--- src/hw/dma_pkg.sv ---
// Read DMA shared constants

package dma_pkg;

  ////////////////////////////////////////
  // Bus widths
  ////////////////////////////////////////

  // AXI and stream data path
  localparam int data_bits      = 64;
  localparam int data_bytes     = data_bits / 8;
  localparam int log_data_bytes = $clog2(data_bytes);
  localparam int addr_bits      = 32;

  // Byte length field of a transfer
  localparam int len_bits       = 20;

  ////////////////////////////////////////
  // Burst geometry
  ////////////////////////////////////////

  localparam int burst_len       = 16;
  localparam int log_burst_len   = $clog2(burst_len);
  // Address step per burst
  localparam int burst_bytes     = burst_len * data_bytes;
  localparam int max_outstanding = 4;
  // Bursts per transfer, fits the largest length
  localparam int burst_cnt_bits  = len_bits - log_burst_len - log_data_bytes;

  // Fixed AR attributes, INCR bursts only
  localparam logic [1:0] ar_burst_incr = 2'b01;
  localparam logic [3:0] ar_cache_val  = 4'b0011;
  localparam logic [2:0] ar_prot_val   = 3'b000;

  ////////////////////////////////////////
  // Register map
  ////////////////////////////////////////

  localparam int reg_addr_bits = 2;

  localparam logic [reg_addr_bits-1:0] reg_src_addr = 2'd0;
  localparam logic [reg_addr_bits-1:0] reg_len      = 2'd1;
  localparam logic [reg_addr_bits-1:0] reg_ctrl     = 2'd2;
  localparam logic [reg_addr_bits-1:0] reg_status   = 2'd3;

  // Field positions in ctrl and status
  localparam int ctrl_start_bit  = 0;
  localparam int ctrl_notify_bit = 1;
  localparam int stat_busy_bit   = 0;
  localparam int stat_done_lsb   = 8;

  localparam int done_cnt_bits = 8;

endpackage

--- src/hw/burst_counter.sv ---
// Remaining burst counter

`timescale 1ns/100ps

module burst_counter #(
  parameter int width = 8
) (
  input  logic             aclk,
  input  logic             aresetn,
  input  logic             load,
  input  logic             decr,
  input  logic [width-1:0] load_value,
  output logic             is_zero
);

  // Bursts left after the one being presented
  logic [width-1:0] count;

  always_ff @(posedge aclk or negedge aresetn) begin
    if (!aresetn) begin
      count <= '0;
    end else if (load) begin
      // New transfer wins over a pending step
      count <= load_value;
    end else if (decr && !is_zero) begin
      count <= count - 1'b1;
    end
  end

  // Final burst is the next one out
  assign is_zero = (count == '0);

endmodule

--- src/hw/burst_tag_fifo.sv ---
// Outstanding burst tag FIFO

`timescale 1ns/100ps

module burst_tag_fifo #(
  parameter int depth = 4,
  parameter int width = 1
) (
  input  logic             aclk,
  input  logic             aresetn,
  input  logic             push,
  input  logic [width-1:0] tag_in,
  input  logic             pop,
  output logic             space_ok,
  output logic [width-1:0] tag_out
);

  // Pointer at least one bit wide so depth 1 also builds
  localparam int ptr_bits = (depth > 1) ? $clog2(depth) : 1;
  localparam int cnt_bits = $clog2(depth + 1);

  logic [width-1:0]    mem [0:depth-1];
  logic [ptr_bits-1:0] wr_ptr;
  logic [ptr_bits-1:0] rd_ptr;
  logic [cnt_bits-1:0] fill;

  // Tag storage, one entry per burst in flight
  always_ff @(posedge aclk) begin
    if (push) begin
      mem[wr_ptr] <= tag_in;
    end
  end

  always_ff @(posedge aclk or negedge aresetn) begin
    if (!aresetn) begin
      wr_ptr <= '0;
      rd_ptr <= '0;
      fill   <= '0;
    end else begin
      if (push) begin
        wr_ptr <= (wr_ptr == ptr_bits'(depth - 1)) ? '0 : wr_ptr + 1'b1;
      end
      if (pop) begin
        rd_ptr <= (rd_ptr == ptr_bits'(depth - 1)) ? '0 : rd_ptr + 1'b1;
      end
      // Fill level tracks bursts issued but not yet finished
      if (push && !pop) begin
        fill <= fill + 1'b1;
      end else if (pop && !push) begin
        fill <= fill - 1'b1;
      end
    end
  end

  // Oldest burst's tag
  assign tag_out  = mem[rd_ptr];
  assign space_ok = (fill != cnt_bits'(depth));

endmodule

--- src/hw/dma_csr.sv ---
// DMA host register block

`timescale 1ns/100ps

module dma_csr (
  input  logic                              aclk,
  input  logic                              aresetn,

  // Four-phase host port
  input  logic                              csr_req,
  input  logic                              csr_we,
  input  logic [dma_pkg::reg_addr_bits-1:0] csr_addr,
  input  logic [31:0]                       csr_wdata,
  output logic                              csr_ack,
  output logic [31:0]                       csr_rdata,

  // Command to the engine
  output logic                              cmd_valid,
  input  logic                              cmd_ready,
  output logic [dma_pkg::addr_bits-1:0]     cmd_addr,
  output logic [dma_pkg::len_bits-1:0]      cmd_len,
  output logic                              cmd_notify,
  input  logic                              xfer_done
);

  import dma_pkg::*;

  localparam int burst_lsb = log_data_bytes + log_burst_len;

  logic                     access;
  logic                     wr_access;
  logic                     start_wr;
  logic                     busy;
  logic [done_cnt_bits-1:0] done_cnt;
  logic [31:0]              rd_word;

  ////////////////////////////////////////
  // Handshake
  ////////////////////////////////////////

  // New request seen while ack is low
  assign access    = csr_req & ~csr_ack;
  assign wr_access = access & csr_we;
  assign start_wr  = wr_access & (csr_addr == reg_ctrl) & csr_wdata[ctrl_start_bit];

  always_ff @(posedge aclk or negedge aresetn) begin
    if (!aresetn) begin
      csr_ack <= 1'b0;
    end else if (access) begin
      csr_ack <= 1'b1;
    end else if (!csr_req) begin
      // Second half of the handshake
      csr_ack <= 1'b0;
    end
  end

  ////////////////////////////////////////
  // Registers and launch
  ////////////////////////////////////////

  always_ff @(posedge aclk or negedge aresetn) begin
    if (!aresetn) begin
      cmd_addr   <= '0;
      cmd_len    <= '0;
      cmd_notify <= 1'b0;
      cmd_valid  <= 1'b0;
      done_cnt   <= '0;
    end else begin
      // Low bits forced to keep the alignment rule
      if (wr_access && csr_addr == reg_src_addr) begin
        cmd_addr <= {csr_wdata[addr_bits-1:burst_lsb], burst_lsb'(0)};
      end
      if (wr_access && csr_addr == reg_len) begin
        cmd_len <= {csr_wdata[len_bits-1:log_data_bytes], log_data_bytes'(0)};
      end
      // Launch rises together with ack
      if (start_wr) begin
        cmd_notify <= csr_wdata[ctrl_notify_bit];
        cmd_valid  <= 1'b1;
      end else if (cmd_ready) begin
        cmd_valid  <= 1'b0;
      end
      // Wrapping count of finished notify transfers
      if (xfer_done) begin
        done_cnt <= done_cnt + 1'b1;
      end
    end
  end

  ////////////////////////////////////////
  // Read back
  ////////////////////////////////////////

  assign busy = cmd_valid | ~cmd_ready;

  always_comb begin
    rd_word = '0;
    case (csr_addr)
      reg_src_addr: rd_word = cmd_addr;
      reg_len:      rd_word = 32'(cmd_len);
      reg_ctrl: begin
        rd_word[ctrl_start_bit]  = cmd_valid;
        rd_word[ctrl_notify_bit] = cmd_notify;
      end
      default: begin
        rd_word[stat_busy_bit]                          = busy;
        rd_word[stat_done_lsb +: done_cnt_bits]         = done_cnt;
      end
    endcase
  end

  // Data valid from the ack edge on
  always_ff @(posedge aclk) begin
    if (access) begin
      csr_rdata <= rd_word;
    end
  end

endmodule

--- src/hw/dma_rd_engine.sv ---
// AXI4 read burst engine

`timescale 1ns/100ps

module dma_rd_engine (
  input  logic                          aclk,
  input  logic                          aresetn,

  // Command from the register block
  input  logic                          cmd_valid,
  output logic                          cmd_ready,
  input  logic [dma_pkg::addr_bits-1:0] cmd_addr,
  input  logic [dma_pkg::len_bits-1:0]  cmd_len,
  input  logic                          cmd_notify,
  output logic                          xfer_done,

  // AXI4 read address
  output logic [dma_pkg::addr_bits-1:0] araddr,
  output logic [7:0]                    arlen,
  output logic [2:0]                    arsize,
  output logic [1:0]                    arburst,
  output logic [3:0]                    arcache,
  output logic [2:0]                    arprot,
  output logic                          arvalid,
  input  logic                          arready,

  // AXI4 read data
  input  logic [dma_pkg::data_bits-1:0] rdata,
  input  logic                          rlast,
  input  logic                          rvalid,
  output logic                          rready,

  // Output stream
  output logic [dma_pkg::data_bits-1:0] axis_tdata,
  output logic                          axis_tlast,
  output logic                          axis_tvalid,
  input  logic                          axis_tready
);

  import dma_pkg::*;

  localparam int beat_lsb  = log_data_bytes;
  localparam int burst_lsb = log_data_bytes + log_burst_len;

  logic                      cmd_accept;
  logic                      start;
  logic [burst_cnt_bits-1:0] num_full;
  logic                      has_partial;
  logic [burst_cnt_bits-1:0] num_bursts_m1;
  logic [log_burst_len-1:0]  final_len;
  logic                      notify_r;
  logic [addr_bits-1:0]      addr_r;
  logic                      arvalid_r;
  logic                      ar_idle;
  logic                      arxfer;
  logic                      ar_final;
  logic                      rxfer;
  logic                      space_ok;
  // Bit 1 marks the transfer's last burst, bit 0 its notify request
  logic [1:0]                tag_in;
  logic [1:0]                tag_out;

  ////////////////////////////////////////
  // Command decode
  ////////////////////////////////////////

  assign cmd_ready  = ar_idle;
  assign cmd_accept = cmd_valid & cmd_ready;

  // Whole bursts plus a possible short tail
  assign num_full    = cmd_len[len_bits-1:burst_lsb];
  assign has_partial = |cmd_len[burst_lsb-1:beat_lsb];

  // Counter load one cycle after accept
  always_ff @(posedge aclk or negedge aresetn) begin
    if (!aresetn) begin
      start <= 1'b0;
    end else begin
      start <= cmd_accept;
    end
  end

  // Transfer parameters
  always_ff @(posedge aclk) begin
    if (cmd_accept) begin
      num_bursts_m1 <= has_partial ? num_full : num_full - 1'b1;
      // Wraps to 15 when the tail is empty
      final_len     <= cmd_len[burst_lsb-1:beat_lsb] - 1'b1;
      notify_r      <= cmd_notify;
    end
  end

  ////////////////////////////////////////
  // Read address channel
  ////////////////////////////////////////

  assign arxfer  = arvalid_r & arready;
  assign arvalid = arvalid_r;
  assign araddr  = addr_r;
  assign arlen   = ar_final ? {4'b0000, final_len} : 8'(burst_len - 1);
  assign arsize  = 3'(log_data_bytes);
  assign arburst = ar_burst_incr;
  assign arcache = ar_cache_val;
  assign arprot  = ar_prot_val;

  always_ff @(posedge aclk or negedge aresetn) begin
    if (!aresetn) begin
      arvalid_r <= 1'b0;
      ar_idle   <= 1'b1;
    end else begin
      // Gap of one cycle between bursts, gated by tag space
      if (!ar_idle && !arvalid_r && space_ok) begin
        arvalid_r <= 1'b1;
      end else if (arready) begin
        arvalid_r <= 1'b0;
      end
      if (cmd_accept) begin
        ar_idle <= 1'b0;
      end else if (arxfer && ar_final) begin
        ar_idle <= 1'b1;
      end
    end
  end

  // Burst address walks in 128 byte steps
  always_ff @(posedge aclk) begin
    if (cmd_accept) begin
      addr_r <= cmd_addr;
    end else if (arxfer) begin
      addr_r <= addr_r + addr_bits'(burst_bytes);
    end
  end

  burst_counter #(
    .width      (burst_cnt_bits)
  ) i_burst_cnt (
    .aclk       (aclk),
    .aresetn    (aresetn),
    .load       (start),
    .decr       (arxfer),
    .load_value (num_bursts_m1),
    .is_zero    (ar_final)
  );

  ////////////////////////////////////////
  // Read data to stream
  ////////////////////////////////////////

  assign tag_in = {ar_final, ar_final & notify_r};

  burst_tag_fifo #(
    .depth    (max_outstanding),
    .width    (2)
  ) i_tag_fifo (
    .aclk     (aclk),
    .aresetn  (aresetn),
    .push     (arxfer),
    .tag_in   (tag_in),
    .pop      (rxfer & rlast),
    .space_ok (space_ok),
    .tag_out  (tag_out)
  );

  // Straight pass, no buffering
  assign rxfer       = rvalid & rready;
  assign rready      = axis_tready;
  assign axis_tvalid = rvalid;
  assign axis_tdata  = rdata;
  assign axis_tlast  = rlast & tag_out[1];

  // Final beat of a notify transfer leaves
  assign xfer_done = rxfer & rlast & tag_out[0];

endmodule

--- src/hw/dma_rd_top.sv ---
// Read DMA top level

`timescale 1ns/100ps

module dma_rd_top (
  input  logic                              aclk,
  input  logic                              aresetn,

  // Host register port
  input  logic                              csr_req,
  input  logic                              csr_we,
  input  logic [dma_pkg::reg_addr_bits-1:0] csr_addr,
  input  logic [31:0]                       csr_wdata,
  output logic                              csr_ack,
  output logic [31:0]                       csr_rdata,

  // AXI4 read master
  output logic [dma_pkg::addr_bits-1:0]     araddr,
  output logic [7:0]                        arlen,
  output logic [2:0]                        arsize,
  output logic [1:0]                        arburst,
  output logic [3:0]                        arcache,
  output logic [2:0]                        arprot,
  output logic                              arvalid,
  input  logic                              arready,
  input  logic [dma_pkg::data_bits-1:0]     rdata,
  input  logic                              rlast,
  input  logic                              rvalid,
  output logic                              rready,

  // Output stream
  output logic [dma_pkg::data_bits-1:0]     axis_tdata,
  output logic                              axis_tlast,
  output logic                              axis_tvalid,
  input  logic                              axis_tready
);

  // Command and completion between the two blocks
  logic                          cmd_valid;
  logic                          cmd_ready;
  logic [dma_pkg::addr_bits-1:0] cmd_addr;
  logic [dma_pkg::len_bits-1:0]  cmd_len;
  logic                          cmd_notify;
  logic                          xfer_done;

  dma_csr i_csr (
    .aclk      (aclk),
    .aresetn   (aresetn),
    .csr_req   (csr_req),
    .csr_we    (csr_we),
    .csr_addr  (csr_addr),
    .csr_wdata (csr_wdata),
    .csr_ack   (csr_ack),
    .csr_rdata (csr_rdata),
    .cmd_valid (cmd_valid),
    .cmd_ready (cmd_ready),
    .cmd_addr  (cmd_addr),
    .cmd_len   (cmd_len),
    .cmd_notify(cmd_notify),
    .xfer_done (xfer_done)
  );

  dma_rd_engine i_engine (
    .aclk       (aclk),
    .aresetn    (aresetn),
    .cmd_valid  (cmd_valid),
    .cmd_ready  (cmd_ready),
    .cmd_addr   (cmd_addr),
    .cmd_len    (cmd_len),
    .cmd_notify (cmd_notify),
    .xfer_done  (xfer_done),
    .araddr     (araddr),
    .arlen      (arlen),
    .arsize     (arsize),
    .arburst    (arburst),
    .arcache    (arcache),
    .arprot     (arprot),
    .arvalid    (arvalid),
    .arready    (arready),
    .rdata      (rdata),
    .rlast      (rlast),
    .rvalid     (rvalid),
    .rready     (rready),
    .axis_tdata (axis_tdata),
    .axis_tlast (axis_tlast),
    .axis_tvalid(axis_tvalid),
    .axis_tready(axis_tready)
  );

endmodule

--- config.mk ---
export PLATFORM = sky130hd
export DESIGN_NAME = dma_rd_top
export DESIGN_NICKNAME = d
export VERILOG_FILES = /design/src/hw/dma_pkg.sv /design/src/hw/burst_counter.sv /design/src/hw/burst_tag_fifo.sv /design/src/hw/dma_csr.sv /design/src/hw/dma_rd_engine.sv /design/src/hw/dma_rd_top.sv
export SDC_FILE = /design/constraint.sdc
export NUM_CORES = 1
export LEC_CHECK = 0
export BUFFER_PORTS_ARGS = -buffer_cell sky130_fd_sc_hd__buf_2
export CAP_MARGIN = 15
export CELL_PAD_IN_SITES_DETAIL_PLACEMENT = 1
export CELL_PAD_IN_SITES_GLOBAL_PLACEMENT = 2
export CORE_MARGIN = 5
export CORE_UTILIZATION = 30
export CTS_CLUSTER_DIAMETER = 200
export DETAILED_ROUTE_END_ITERATION = 7
export PLACE_DENSITY_LB_ADDON = 0.2
export SYNTH_ARGS = -nofsm -noshare
export SYNTH_HDL_FRONTEND = slang
export SYNTH_HIERARCHICAL = 1
export SYNTH_SLANG_ARGS = --single-unit
--- constraint.sdc ---
create_clock -name aclk -period 2.1 [get_ports aclk]
set_input_delay 0.105 -clock aclk [delete_from_list [all_inputs] [get_ports aclk]]
set_output_delay 0.105 -clock aclk [all_outputs]
set_load 0.05 [all_outputs]
==> Word level (Yosys, flattened, before mapping) <==
Memories as Yosys holds them, arrays and structs flattened.
Index checks and enable logic that the tools add are counted.
{ "word_totals": {"regBits": 158, "wordCells": 97, "n_memories": 1, "ram_bits": 8} }
{ "op_classes": {"n_mux": 24, "bitwise": 14, "reduce_logical": 23, "addsub": 9, "eq_ne": 6} }
{ "mem_list": {"columns": ["name", "words", "width", "rd", "rd_clocked_by_memory_dff", "wr", "line_no", "rtl"], "rows": [
  ["i_engine.i_tag_fifo.mem", 4, 2, 1, 0, 1, "burst_tag_fifo.sv:22", "logic [width-1:0] mem [0:depth-1];"]
]} }
{ "ops": {"columns": ["operator", "n"], "rows": [
  ["32-bit two-way mux", 2],
  ["13-bit two-way mux", 3],
  ["32-bit by 8-bit adder with 32-bit output, second input constant", 1],
  ["16-bit case mux with 2 select lines", 1],
  ["13-bit by 1-bit subtractor with 13-bit output, second input constant", 2],
  ["8-bit case mux with 3 select lines", 1],
  ["13-bit zero test", 1],
  ["6-bit case mux with 2 select lines", 1],
  ["2-bit nonzero test", 6],
  ["1-bit AND", 11],
  ["1-bit two-way mux", 10],
  ["8-bit by 1-bit adder with 8-bit output, second input constant", 1],
  ["1-bit logical AND", 8],
  ["2-bit equality test, second input constant", 3],
  ["3-bit two-way mux", 2],
  ["1-bit zero test", 5],
  ["2-bit by 1-bit adder with 2-bit output, second input constant", 2],
  ["2-bit two-way mux", 2],
  ["4-bit two-way mux", 1],
  ["4-bit OR reduction", 1],
  ["4-bit by 1-bit subtractor with 4-bit output, second input constant", 1],
  ["3-bit by 1-bit adder with 3-bit output, second input constant", 1],
  ["3-bit != test, second input constant", 1],
  ["3-bit by 1-bit subtractor with 3-bit output, second input constant", 1],
  ["7 further kinds", 8]
]} }

==> Depth between registers and ports, before layout <==
Gate-level depths: netlist (run 1).
{ "logic_depth": {"word_depth": 6, "mapped_depth": 8, "depth_no_buf": 8} }

==> Modules after synthesis <==
Netlist (run 1), hierarchy kept.
{ "modules_own_cells": {"columns": ["module", "cells_per_inst", "area_per_inst_um2", "n_inst"], "rows": [
  ["dma_csr", 223, 3582.2, 1],
  ["dma_rd_engine", 340, 3422.0, 1],
  ["burst_counter", 102, 902.1, 1],
  ["burst_tag_fifo", 47, 698.2, 1]
]} }

==> Worst setup path after synthesis (run 1) <==
No wires, ideal clock.
{ "synth_timing": {"path_type": "reg2reg", "from": "register i_csr.csr_ack", "to": "register i_csr/cmd_addr[10] (netlist bit)", "slack_ps": -424, "t_required_ps": 1975, "path_stages_with_launch": 6, "path_buffers": 2, "arrival_time_ps": 2399, "path_cell_list": "dfrtp_1 -> nor2b_2 -> and3_1 -> buf_4 -> buf_6 -> mux2_4"} }
{ "synth_via": {"elab_chain_cells": 4} }
{ "synth_rtl": {"columns": ["element", "line_no", "rtl"], "rows": [
  ["start: declaration", "dma_csr.sv:14", "output logic csr_ack,"],
  ["start signal: assignment", "dma_csr.sv:48", "csr_ack <= 1'b0;"],
  ["start signal: assignment", "dma_csr.sv:50", "csr_ack <= 1'b1;"],
  ["start signal: assignment", "dma_csr.sv:53", "csr_ack <= 1'b0;"],
  ["1-bit NOT", "dma_csr.sv:42", "assign access = csr_req & ~csr_ack;"],
  ["1-bit AND", "dma_csr.sv:42", null],
  ["named net i_csr.access", "dma_csr.sv:30", "logic access;"],
  ["1-bit AND", "dma_csr.sv:43", "assign wr_access = access & csr_we;"],
  ["1-bit logical AND", "dma_csr.sv:70", "if (wr_access && csr_addr == reg_src_addr) begin"],
  ["end signal: assignment", "dma_csr.sv:71", "cmd_addr <= {csr_wdata[addr_bits-1:burst_lsb], burst_lsb'(0)};"],
  ["end: declaration", "dma_csr.sv:20", "output logic [dma_pkg::addr_bits-1:0] cmd_addr,"]
]} }
The timed path passes the listed nets, and every way through them passes these cells.
A chain may end at the register's enable or synchronous reset.

==> Final worst setup path (run 1) <==
{ "layout_timing": {"from": "register i_engine.addr_r[20], in the netlist i_engine/araddr[20]", "to": "register i_engine.addr_r[31], in the netlist i_engine/araddr[31], data pin"} }
{ "layout_via": {"elab_chain_cells": 3} }
{ "layout_rtl": {"columns": ["element", "line_no", "rtl"], "rows": [
  ["start: declaration", "dma_rd_engine.sv:52", "logic [addr_bits-1:0] addr_r;"],
  ["start signal: assignment", "dma_rd_engine.sv:128", "addr_r <= cmd_addr;"],
  ["start signal: assignment", "dma_rd_engine.sv:130", "addr_r <= addr_r + addr_bits'(burst_bytes);"],
  ["32-bit by 8-bit adder with 32-bit output", "dma_rd_engine.sv:130", null],
  ["32-bit two-way mux", "dma_rd_engine.sv:129", "end else if (arxfer) begin"],
  ["32-bit two-way mux", "dma_rd_engine.sv:127", "if (cmd_accept) begin"]
]} }
Every way passes these cells. The select of a mux whose other input is x is not followed.

==> results of run 1 <==
==> state kept, by name, indices dropped and copies added, names as in the netlist, 3 cells and up <==
signal	cells
i_csr/cmd_addr	25
i_csr/cmd_len	17
i_csr/csr_rdata	31
i_csr/done_cnt	8
i_engine/araddr	32
i_engine/final_len	4
i_engine/i_burst_cnt/count	13
i_engine/i_tag_fifo/fill	3
i_engine/i_tag_fifo/mem	8
i_engine/num_bursts_m1	13
==> metrics by stage <==
| stage | power (mW) | utilization, % |
|---|---|---|
| 2_1_floorplan | 6.66 | - |
| 3_3_place_gp | 7.00 | 32.3 |
| 3_5_place_dp | 7.12 | 32.3 |
| 4_1_cts | 10.5 | 35.7 |
| 5_1_grt | 10.9 | 35.8 |
| 6_report | 10.3 | 35.8 |
==> layout make-up <==
cell class | count | area share [%]
Multi-Input combinational cell | 424 | 31.2
Inverter | 29 | 1.10
Clock inverter | 14 | 1.72
Clock buffer | 18 | 4.20
Timing Repair Buffer | 183 | 12.2
Tap cell | 384 | 4.71
Sequential cell | 165 | 44.9
==> worst min-delay path: cells and delay by family <==
family                 cells  cell delay (ns)
AO/OA/AOI/OAI              1             0.11
buffers and inverters      1             0.08
AND/OR/NAND/NOR            1             0.13
==> layer usage <==
metal  global-route usage, %  vias up
li1                        -     2630
met4                    3.14        0
met5                       0        -
met1                    17.2     2857
met2                    23.3      138
met3                    3.88       15
==> timing repair <==
item | 4_1_cts | 5_1_grt
setup buffers | 1 | 2
gates resized for setup | 5 | 8
endpoints found under the hold margin | 73 | 0
setup endpoints to repair | 4 | 6
pin swaps | 0 | 1
hold buffers | 33 | 0
==> report_power, final <==
| group | total (mW) | switching (mW) | internal [mW] |
|---|---|---|---|
| sequential | 4.62 | 0.580 | 4.04 |
| clock | 3.21 | 1.32 | 1.89 |
| combinational | 2.49 | 1.45 | 1.04 |
==> worst min path at each step <==
stage | end | slack, ns | cells past startpoint
5_1_grt | i_csr/cmd_valid | 0.06 | 3
4_1_cts | i_csr/cmd_valid | 0.03 | 3
2_1_floorplan | i_csr/cmd_addr[10] | -0.19 | 0
6_report | i_csr/cmd_valid | 0.06 | 3
3_5_place_dp | i_engine/i_tag_fifo/fill[2] | 0.08 | 1
3_3_place_gp | i_engine/i_tag_fifo/fill[2] | 0.08 | 1
==> impl_metrics.yaml, run 1 <==
clock_network:
  cts_inserted_buffers: 17
  cts.path.max_buffers: 2
  clk_latency_ns: 0.42
  ctsHtreeMaxLevel: 4
  clock-sinks: 165
  clock-root-buffer: "clkbuf_16"
  clk_pin_slew_ns: 0.07
  cts_tree: "done"
logic_synthesis:
  synth_area_sq_um: 8580
  synth_cells: 709
  yosysWarnings: 6
  synth_area_per_cell_sq_um: 12.1
final_layout:
  layout-drive-gt1-share_pct: 32.2
  area.growth.synth_to_final_pct: 18.9
  num-fill-cells: 3105
  layout.cells.non_filler: 1217
  final_common_cell: "buf_2"
  stdcell_area_sq_um: 10200
  fin_nets: 939
  num_antenna_cells: 0
  layout.area.seq_sq_um: 4580
  layout.cells.most_common_list: "buf_2 (107), edfxtp_1 (89), dfrtp_1 (73), nand2_1 (50), buf_4 (36)"
  multi_input_comb_area_sq_um: 3190
detailed_routing:
  routed-wl-met2_um: 10900
  vias_per_cell: 4.63
  detail_route.wirelength_um: 21600
  topRoutingLayerUsed: "met4"
  detailedRoute.firstIterationViolations: 186
  drtAntennaViolNets: 0
  drt_first_pass_iters: 4
  dr_total_vias: 5640
  wl_met3_um: 926
  route.detailed.wl_per_inst_um: 17.7
  drt-met1-wl_um: 9590
  drc: 0
outcome:
  run_status: "completed"
timing:
  rsz0062_at_grt: "no"
  setup-violations-final: 0
  maxClockFrequency_mhz: 509
  skew_ns: 0.0120
  period_share_pct: 93.6
  timing.final.hold_violations: 0
  layout_setup_ws_ns: 0.135
  maxSlewViolCount: 0
  finalWorstPathRequiredPeriod_ns: 1.96
  tightest_slew_ns: 0.695
  final.setup.tns_ns: 0
  maxSlewHeadroom_pct: 53.6
  finalHoldWorstSlack_ns: 0.0596
floorplan:
  fp-row-count: 62
  placeable_core_region_sq_um: 28500
  io_pins: 259
  die_area_sq_um: 32100
  die_w_um: 179
  fp.dieH_um: 179
  initial_core_util_pct: 30.1
worst_setup_path:
  critPathBufInv: 0
  register_to_register_setup_slack_ns: 0.14
  worstSetupEndpointType: "flop"
  r2r-start: "i_engine/araddr[20]"
  critPathTopFamily: "simple AND/OR/NAND/NOR gates"
  crit_path_cell_trace: "nand4_4 > or4_4 > or4_1 > a31oi_1"
  timing.critical_path.fanout_max: 8
  worst_stage_delay_on_the_critical_path_ns: 0.60
  worstRegToRegCells: 4
  setup.worst_path.start: "i_engine/araddr[20]"
  cell_with_the_biggest_individual_delay_on_the_critical_path: "or4_4"
  worstSetupPathType: "reg -> reg"
  crit-reg2reg-capture: "i_engine/araddr[31]"
  worstSetupEndpoint: "i_engine/araddr[31]"
  critical_path.startpoint_type: "flop"
  worstPathRequired_ns: 2.36
  critical_path_depth: 4
  critical_path_arrival_ns: 2.23
run:
  max_cap_violations: 0
global_route:
  grt_antenna_before_repair: 0
  grt_start_max_net_pins: 55
  grt_first_pass_wirelength_um: 34200
  first_global_vias: 6143
  groute.usage.overall_pct: 13.7
  grt_remaining_overflow: 0
pwr:
  pwr_density_cell_nw_per_um2: 1010
  ir_drop_uv: 410
  power_leakage_nw: 4.24
place:
  dp_hpwl_um: 16000
  dp_cells: 1149
  placed_area_sq_um: 9210
  port-buffer-count: 112
  gp_congestion: 0.758
  detailedPlace.worstSlack_ns: 0.0939
min_path:
  hold_start: "csr_wdata[0]"
  worst_hold_path_type: "in -> reg"
(Power assumes the default switching activity.)
==> run 2, diff against run 1 <==
--- a/config.mk
+++ b/config.mk
@@ -10,11 +10,10 @@
 export CELL_PAD_IN_SITES_DETAIL_PLACEMENT = 1
 export CELL_PAD_IN_SITES_GLOBAL_PLACEMENT = 2
 export CORE_MARGIN = 5
-export CORE_UTILIZATION = 30
+export CORE_UTILIZATION = 29
 export CTS_CLUSTER_DIAMETER = 200
 export DETAILED_ROUTE_END_ITERATION = 7
 export PLACE_DENSITY_LB_ADDON = 0.2
 export SYNTH_ARGS = -nofsm -noshare
 export SYNTH_HDL_FRONTEND = slang
-export SYNTH_HIERARCHICAL = 1
 export SYNTH_SLANG_ARGS = --single-unit
==> impl_metrics.yaml, run 2 <==
pwr:
  p_total_mw: 9.48
  net-switching-power_mw: 3.10
  p_sw_share_pct: 32.7
  power.combinational.fraction_pct: 23.1
  pwr-share-clk_pct: 30.8
  ir_drop_uv: 494
  power.internal_mw: 6.38
  pwr_density_cell_nw_per_um2: 990
  power_leakage_nw: 3.86
  seq_power_share_pct: 46.0
min_path:
  worst_hold_path_type: "in -> reg"
detailed_routing:
  detailedRoute.firstIterationViolations: 275
  drc: 0
  drtAntennaViolNets: 0
  detail_route.wirelength_um: 20900
  vias_per_cell: 4.75
  drt_first_pass_iters: 4
  route.detailed.wl_per_inst_um: 18.3
  dr_total_vias: 5431
floorplan:
  placeable_core_region_sq_um: 27000
  die_w_um: 176
  die_area_sq_um: 30900
  fp.dieH_um: 176
  fp-row-count: 60
  initial_core_util_pct: 29.5
  io_pins: 259
global_route:
  grt_start_max_net_pins: 50
  grt_antenna_before_repair: 0
  grt_first_pass_wirelength_um: 33200
  grt_remaining_overflow: 0
  first_global_vias: 5802
  groute.usage.overall_pct: 13.6
timing:
  setup-violations-final: 22
  tightest_slew_ns: 0.631
  finalWorstPathRequiredPeriod_ns: 2.40
  maxClockFrequency_mhz: 417
  finalHoldWorstSlack_ns: 0.0443
  maxSlewHeadroom_pct: 57.9
  layout_setup_ws_ns: -0.297
  timing.final.hold_violations: 0
  period_share_pct: 114
  skew_ns: 0.00823
  maxSlewViolCount: 0
  rsz0062_at_grt: "yes"
place:
  gp_congestion: 0.759
  port-buffer-count: 105
  detailedPlace.worstSlack_ns: -0.0477
  dp_hpwl_um: 15300
  placed_area_sq_um: 8530
logic_synthesis:
  postSynth.asyncResetShare_pct: 48.1
  yosysWarnings: 0
  yosys-top-cells-count: "buf_4 (90), edfxtp_1 (82), dfrtp_1 (75)"
  synth_largest_area_cell: "edfxtp_1"
  synth_cells: 688
  synth.yosys.seq_area_share_pct: 54.8
  synthesis_stage_register_bit_count: 158
  synth_area_per_cell_sq_um: 11.6
  postSynth.topFlopCell: "edfxtp_1"
  ys_types: 57
  synth_most_common_cell: "buf_4"
  synth_enable_flop_cells: 82
  synth_top_cells_by_area: "edfxtp_1 (31%), dfrtp_1 (24%), buf_4 (8.5%), mux2_2 (5.9%), o21ai_0 (2.6%)"
  synth.top_cell.area_share_pct: 30.9
  synth_area_sq_um: 7960
clock_network:
  clock-root-buffer: "clkbuf_16"
  cts_inserted_buffers: 17
  clk_latency_ns: 0.42
  clock-sinks: 158
  clk_pin_slew_ns: 0.07
  cts.path.max_buffers: 2
  cts_tree: "done"
  ctsHtreeMaxLevel: 4
worst_setup_path:
  worstSetupEndpointType: "output port"
  worstSetupPathType: "reg -> out"
  critical_path.startpoint_type: "flop"
  worstPathRequired_ns: 2.00
  critical_path_arrival_ns: 2.29
  timing.critical_path.fanout_max: 5
final_layout:
  area.growth.synth_to_final_pct: 20.2
  num_antenna_cells: 0
  final_common_cell: "buf_2"
  max_flop_register: "i_csr.csr_rdata"
  layout.cells.most_common_list: "buf_2 (100), edfxtp_1 (82), dfrtp_1 (73), nand2_1 (47), mux2_2 (42)"
  layout-drive-gt1-share_pct: 30.1
  fin_nets: 909
  max_ffs_per_register: 31
  stdcell_area_sq_um: 9570
  num-fill-cells: 2973
outcome:
  violations: "setup timing"
  run_status: "complete, but fails checks"
run:
  max_cap_violations: 0
run 2: kinds of logic after synthesis:
| family | count (synthesis) | synth area share (%) |
|---|---|---|
| AO/OA/AOI/OAI | 83 | 6.13 |
| other | 2 | 0.0943 |
| flip-flops | 158 | 54.8 |
| multiplexers | 58 | 8.26 |
| buffers and inverters | 133 | 10.8 |
| adder cells (fa/ha/maj) | 13 | 2.14 |
| XOR/XNOR | 37 | 4.07 |
| AND/OR/NAND/NOR | 204 | 13.7 |
run 2: layout make-up:
class                           instances  area [sq um]  area share (%)
Tap cell                              341           427            4.46
Inverter                               17          76.3           0.797
Sequential cell                       158          4370            45.6
Clock inverter                         14           120            1.25
Timing Repair Buffer                  177          1280            13.4
Multi-Input combinational cell        419          2870            30.0
Clock buffer                           18           429            4.48
run 2: path summary, 6_finish.rpt:
check                                               from                             to  slack, ns  cells after the start
setup / recovery           i_engine.i_burst_cnt.count[0]                       arlen[1]      -0.30                      7
hold reg to reg                i_engine.num_bursts_m1[9]  i_engine.i_burst_cnt.count[9]       0.46                      2
setup reg to reg           i_engine.i_burst_cnt.count[0]  i_engine.i_burst_cnt.count[7]      -0.26                      9
hold / removal                              csr_wdata[0]                i_csr.cmd_valid       0.04                      3
max in group asynchronous                        aresetn             i_engine.cmd_ready       1.29                      3
min in group asynchronous                        aresetn  i_engine.i_tag_fifo.rd_ptr[1]       0.15                      2
run 2: power groups by stage:
stage                     logic [mW]  registers (mW)  clock network (mW)
final                           2.19            4.36                2.92
after global routing            2.41            4.45                3.16
after CTS                       2.20            4.37                3.01
after floorplan                 1.49            4.66                   0
after global placement          2.04            4.39                   0
after detailed placement        2.12            4.43                   0
run 2: what timing repair did:
| item | 4_1_cts | 5_1_grt |
|---|---|---|
| gates resized for setup | 19 | 4 |
| gates cloned | 1 | 0 |
| setup endpoints to repair | 15 | 25 |
| setup buffers | 8 | 1 |
| endpoints found under the hold margin | 71 | 0 |
| pin swaps | 3 | 4 |
| hold buffers | 32 | 0 |
run 2: routing by layer:
layer | GRT usage (%) | up-vias | routed length [um]
met4 | 3.28 | 0 | 181
met1 | 17.3 | 2735 | 9380
met2 | 23.3 | 131 | 10500
li1 | - | 2545 | -
met5 | 0 | - | 0
met3 | 3.75 | 20 | 919
run 2: critical path, stage by stage, from the launching register on:
cell	delay, ns
dfrtp_1	0.39
inv_2	0.09
ha_4	0.13
or4b_4	0.46
or4_4	0.48
clkinv_8	0.09
nand2b_2	0.07
buf_8	0.15
run 2: per-stage QoR:
| stage | util [%] | setup TNS (ns) | instances |
|---|---|---|---|
| 6_report | 35.4 | -4.80 | 1144 |
| 5_1_grt | 35.4 | -6.52 | 1144 |
| 4_1_cts | 35.3 | -4.80 | 1143 |
| 3_5_place_dp | 31.6 | -0.201 | 1070 |
| 3_3_place_gp | 31.6 | 0 | 1070 |
| 2_1_floorplan | - | 0 | 710 |
==> run 3, diff against run 2 <==
--- a/config.mk
+++ b/config.mk
@@ -9,7 +9,8 @@
 export CAP_MARGIN = 15
 export CELL_PAD_IN_SITES_DETAIL_PLACEMENT = 1
 export CELL_PAD_IN_SITES_GLOBAL_PLACEMENT = 2
-export CORE_MARGIN = 5
+export CORE_ASPECT_RATIO = 1.25
+export CORE_MARGIN = 4
 export CORE_UTILIZATION = 29
 export CTS_CLUSTER_DIAMETER = 200
 export DETAILED_ROUTE_END_ITERATION = 7
==> impl_metrics.yaml, run 3 (synthesis gave the netlist of run 2 again) <==
outcome:
  run_status: "complete, but fails checks"
  violations: "setup timing"
place:
  dp_cells: 1080
  dp_hpwl_um: 15300
  gp_congestion: 0.784
  port-buffer-count: 105
floorplan:
  io_pins: 259
  placeable_core_region_sq_um: 26900
  die_w_um: 156
  die_area_sq_um: 30200
  initial_core_util_pct: 29.6
  fp.dieH_um: 193
  fp-row-count: 67
detailed_routing:
  drtAntennaViolNets: 0
  detailedRoute.firstIterationViolations: 159
  route.detailed.wl_per_inst_um: 18.2
  vias_per_cell: 4.64
  detail_route.wirelength_um: 21000
  drt_first_pass_iters: 5
  drc: 0
  dr_total_vias: 5353
timing:
  period_share_pct: 113
  maxSlewViolCount: 0
  tightest_slew_ns: 0.790
  finalHoldWorstSlack_ns: 0.0301
  timing.final.hold_violations: 0
  setup-violations-final: 22
  rsz0062_at_grt: "yes"
  layout_setup_ws_ns: -0.280
  finalWorstPathRequiredPeriod_ns: 2.38
  maxClockFrequency_mhz: 420
  skew_ns: 0.0103
  maxSlewHeadroom_pct: 47.3
final_layout:
  layout.cells.most_common_list: "buf_2 (100), edfxtp_1 (82), dfrtp_1 (73), nand2_1 (47)"
  final_common_cell: "buf_2"
  max_flop_register: "i_csr.csr_rdata"
  finish.utilization_pct: 35.8
  max_ffs_per_register: 31
  layout-drive-gt1-share_pct: 30.6
  layout.cells.non_filler: 1153
  area.growth.synth_to_final_pct: 21.1
  num-fill-cells: 2939
  fin_nets: 913
pwr:
  power_leakage_nw: 3.90
  ir_drop_uv: 455
  pwr_density_cell_nw_per_um2: 1000
global_route:
  groute.usage.overall_pct: 14.1
  grt_antenna_before_repair: 1
  grt_remaining_overflow: 0
  grt_first_pass_wirelength_um: 33500
  first_global_vias: 5917
  grt_start_max_net_pins: 57
min_path:
  worst_hold_path_type: "in -> reg"
clock_network:
  ctsHtreeMaxLevel: 4
  clock-sinks: 158
  clock-root-buffer: "clkbuf_16"
  clk_latency_ns: 0.43
  cts_tree: "done"
  cts_inserted_buffers: 17
  cts.path.max_buffers: 2
  clk_pin_slew_ns: 0.06
worst_setup_path:
  cell_with_the_biggest_individual_delay_on_the_critical_path: "or4_4"
  worstSetupPathType: "reg -> out"
  worst_stage_delay_on_the_critical_path_ns: 0.48
  crit_path_cell_trace: "inv_2 > ha_4 > or4b_4 > or4_4 > clkinv_8 > nand2b_4 > buf_8"
  critical_path.startpoint_type: "flop"
  timing.critical_path.fanout_max: 5
  critical_path_arrival_ns: 2.27
  worstPathRequired_ns: 2.00
  worstSetupEndpointType: "output port"
run:
  max_cap_violations: 0
run 3: cell count changes in the layout (fill, tap and decap cells not counted), moves of 2 or more:
| cell | change |
|---|---|
| nand2b_2 | -4 |
| buf_6 | -3 |
| buf_4 | +6 |
| nand2b_4 | +4 |
| buf_8 | +2 |
run 3: report_power, final:
| part | switching, mW | internal (mW) |
|---|---|---|
| Clock | 1.30 | 1.75 |
| Sequential | 0.490 | 3.85 |
| Combinational | 1.33 | 0.952 |
| Total | 3.12 | 6.55 |
run 3: final timing paths:
path | start | to | slack, ns | cells after the start
setup / recovery | i_engine.i_burst_cnt.count[1] | arlen[3] | -0.28 | 7
min in group asynchronous | aresetn | i_engine.arvalid | 0.29 | 2
max in group asynchronous | aresetn | i_csr.cmd_addr[26] | 1.05 | 3
hold reg to reg | i_engine.num_bursts_m1[6] | i_engine.i_burst_cnt.count[6] | 0.47 | 2
hold / removal | csr_wdata[0] | i_csr.cmd_valid | 0.03 | 3
setup reg to reg | i_engine.i_burst_cnt.count[1] | i_engine.i_burst_cnt.count[3] | -0.18 | 9
run 3: metal layers:
| layer | GRT usage (%) | vias up | wire [um] |
|---|---|---|---|
| met4 | 4.08 | 0 | 331 |
| met3 | 3.80 | 24 | 904 |
| li1 | - | 2550 | - |
| met1 | 16.6 | 2638 | 8620 |
| met2 | 24.9 | 141 | 11100 |
| met5 | 0 | - | 0 |
run 3: final cells by class:
type / count / area [sq um] / area share (%)
Tap cell: 345 / 432 / 4.48
Sequential cell: 158 / 4370 / 45.3
Multi-Input combinational cell: 419 / 2890 / 30.0
Antenna cell: 1 / 2.50 / 0.0260
Clock inverter: 14 / 145 / 1.51
Inverter: 17 / 76.3 / 0.791
Timing Repair Buffer: 181 / 1300 / 13.5
Clock buffer: 18 / 429 / 4.45
run 3: critical path: cells and delay by family (launching register included):
| family | cells | cell delay (ns) |
|---|---|---|
| simple gates | 3 | 1.00 |
| flops | 1 | 0.38 |
| buf+inv | 3 | 0.32 |
| fa+ha+maj | 1 | 0.13 |
run 3: per-stage QoR:
stage	worst slack (ns)	setup TNS, ns	power, mW	cell area (sq um)
4_1_cts	-0.367	-4.68	9.77	9570
2_1_floorplan	0.0144	0	6.14	8120
3_5_place_dp	-0.0542	-0.443	6.58	8570
3_3_place_gp	0.0237	0	6.46	8570
5_1_grt	-0.351	-4.82	10.2	9640
6_report	-0.280	-3.18	9.68	9640
run 3: timing repair:
item                       in CTS  in global routing
pin swaps                       2                  3
setup endpoints to repair      15                 23
hold endpoints to repair       97                  0
setup buffers                   4                  3
gates resized for setup        22                  5
cloned                          0                  1
hold buffers                   32                  0
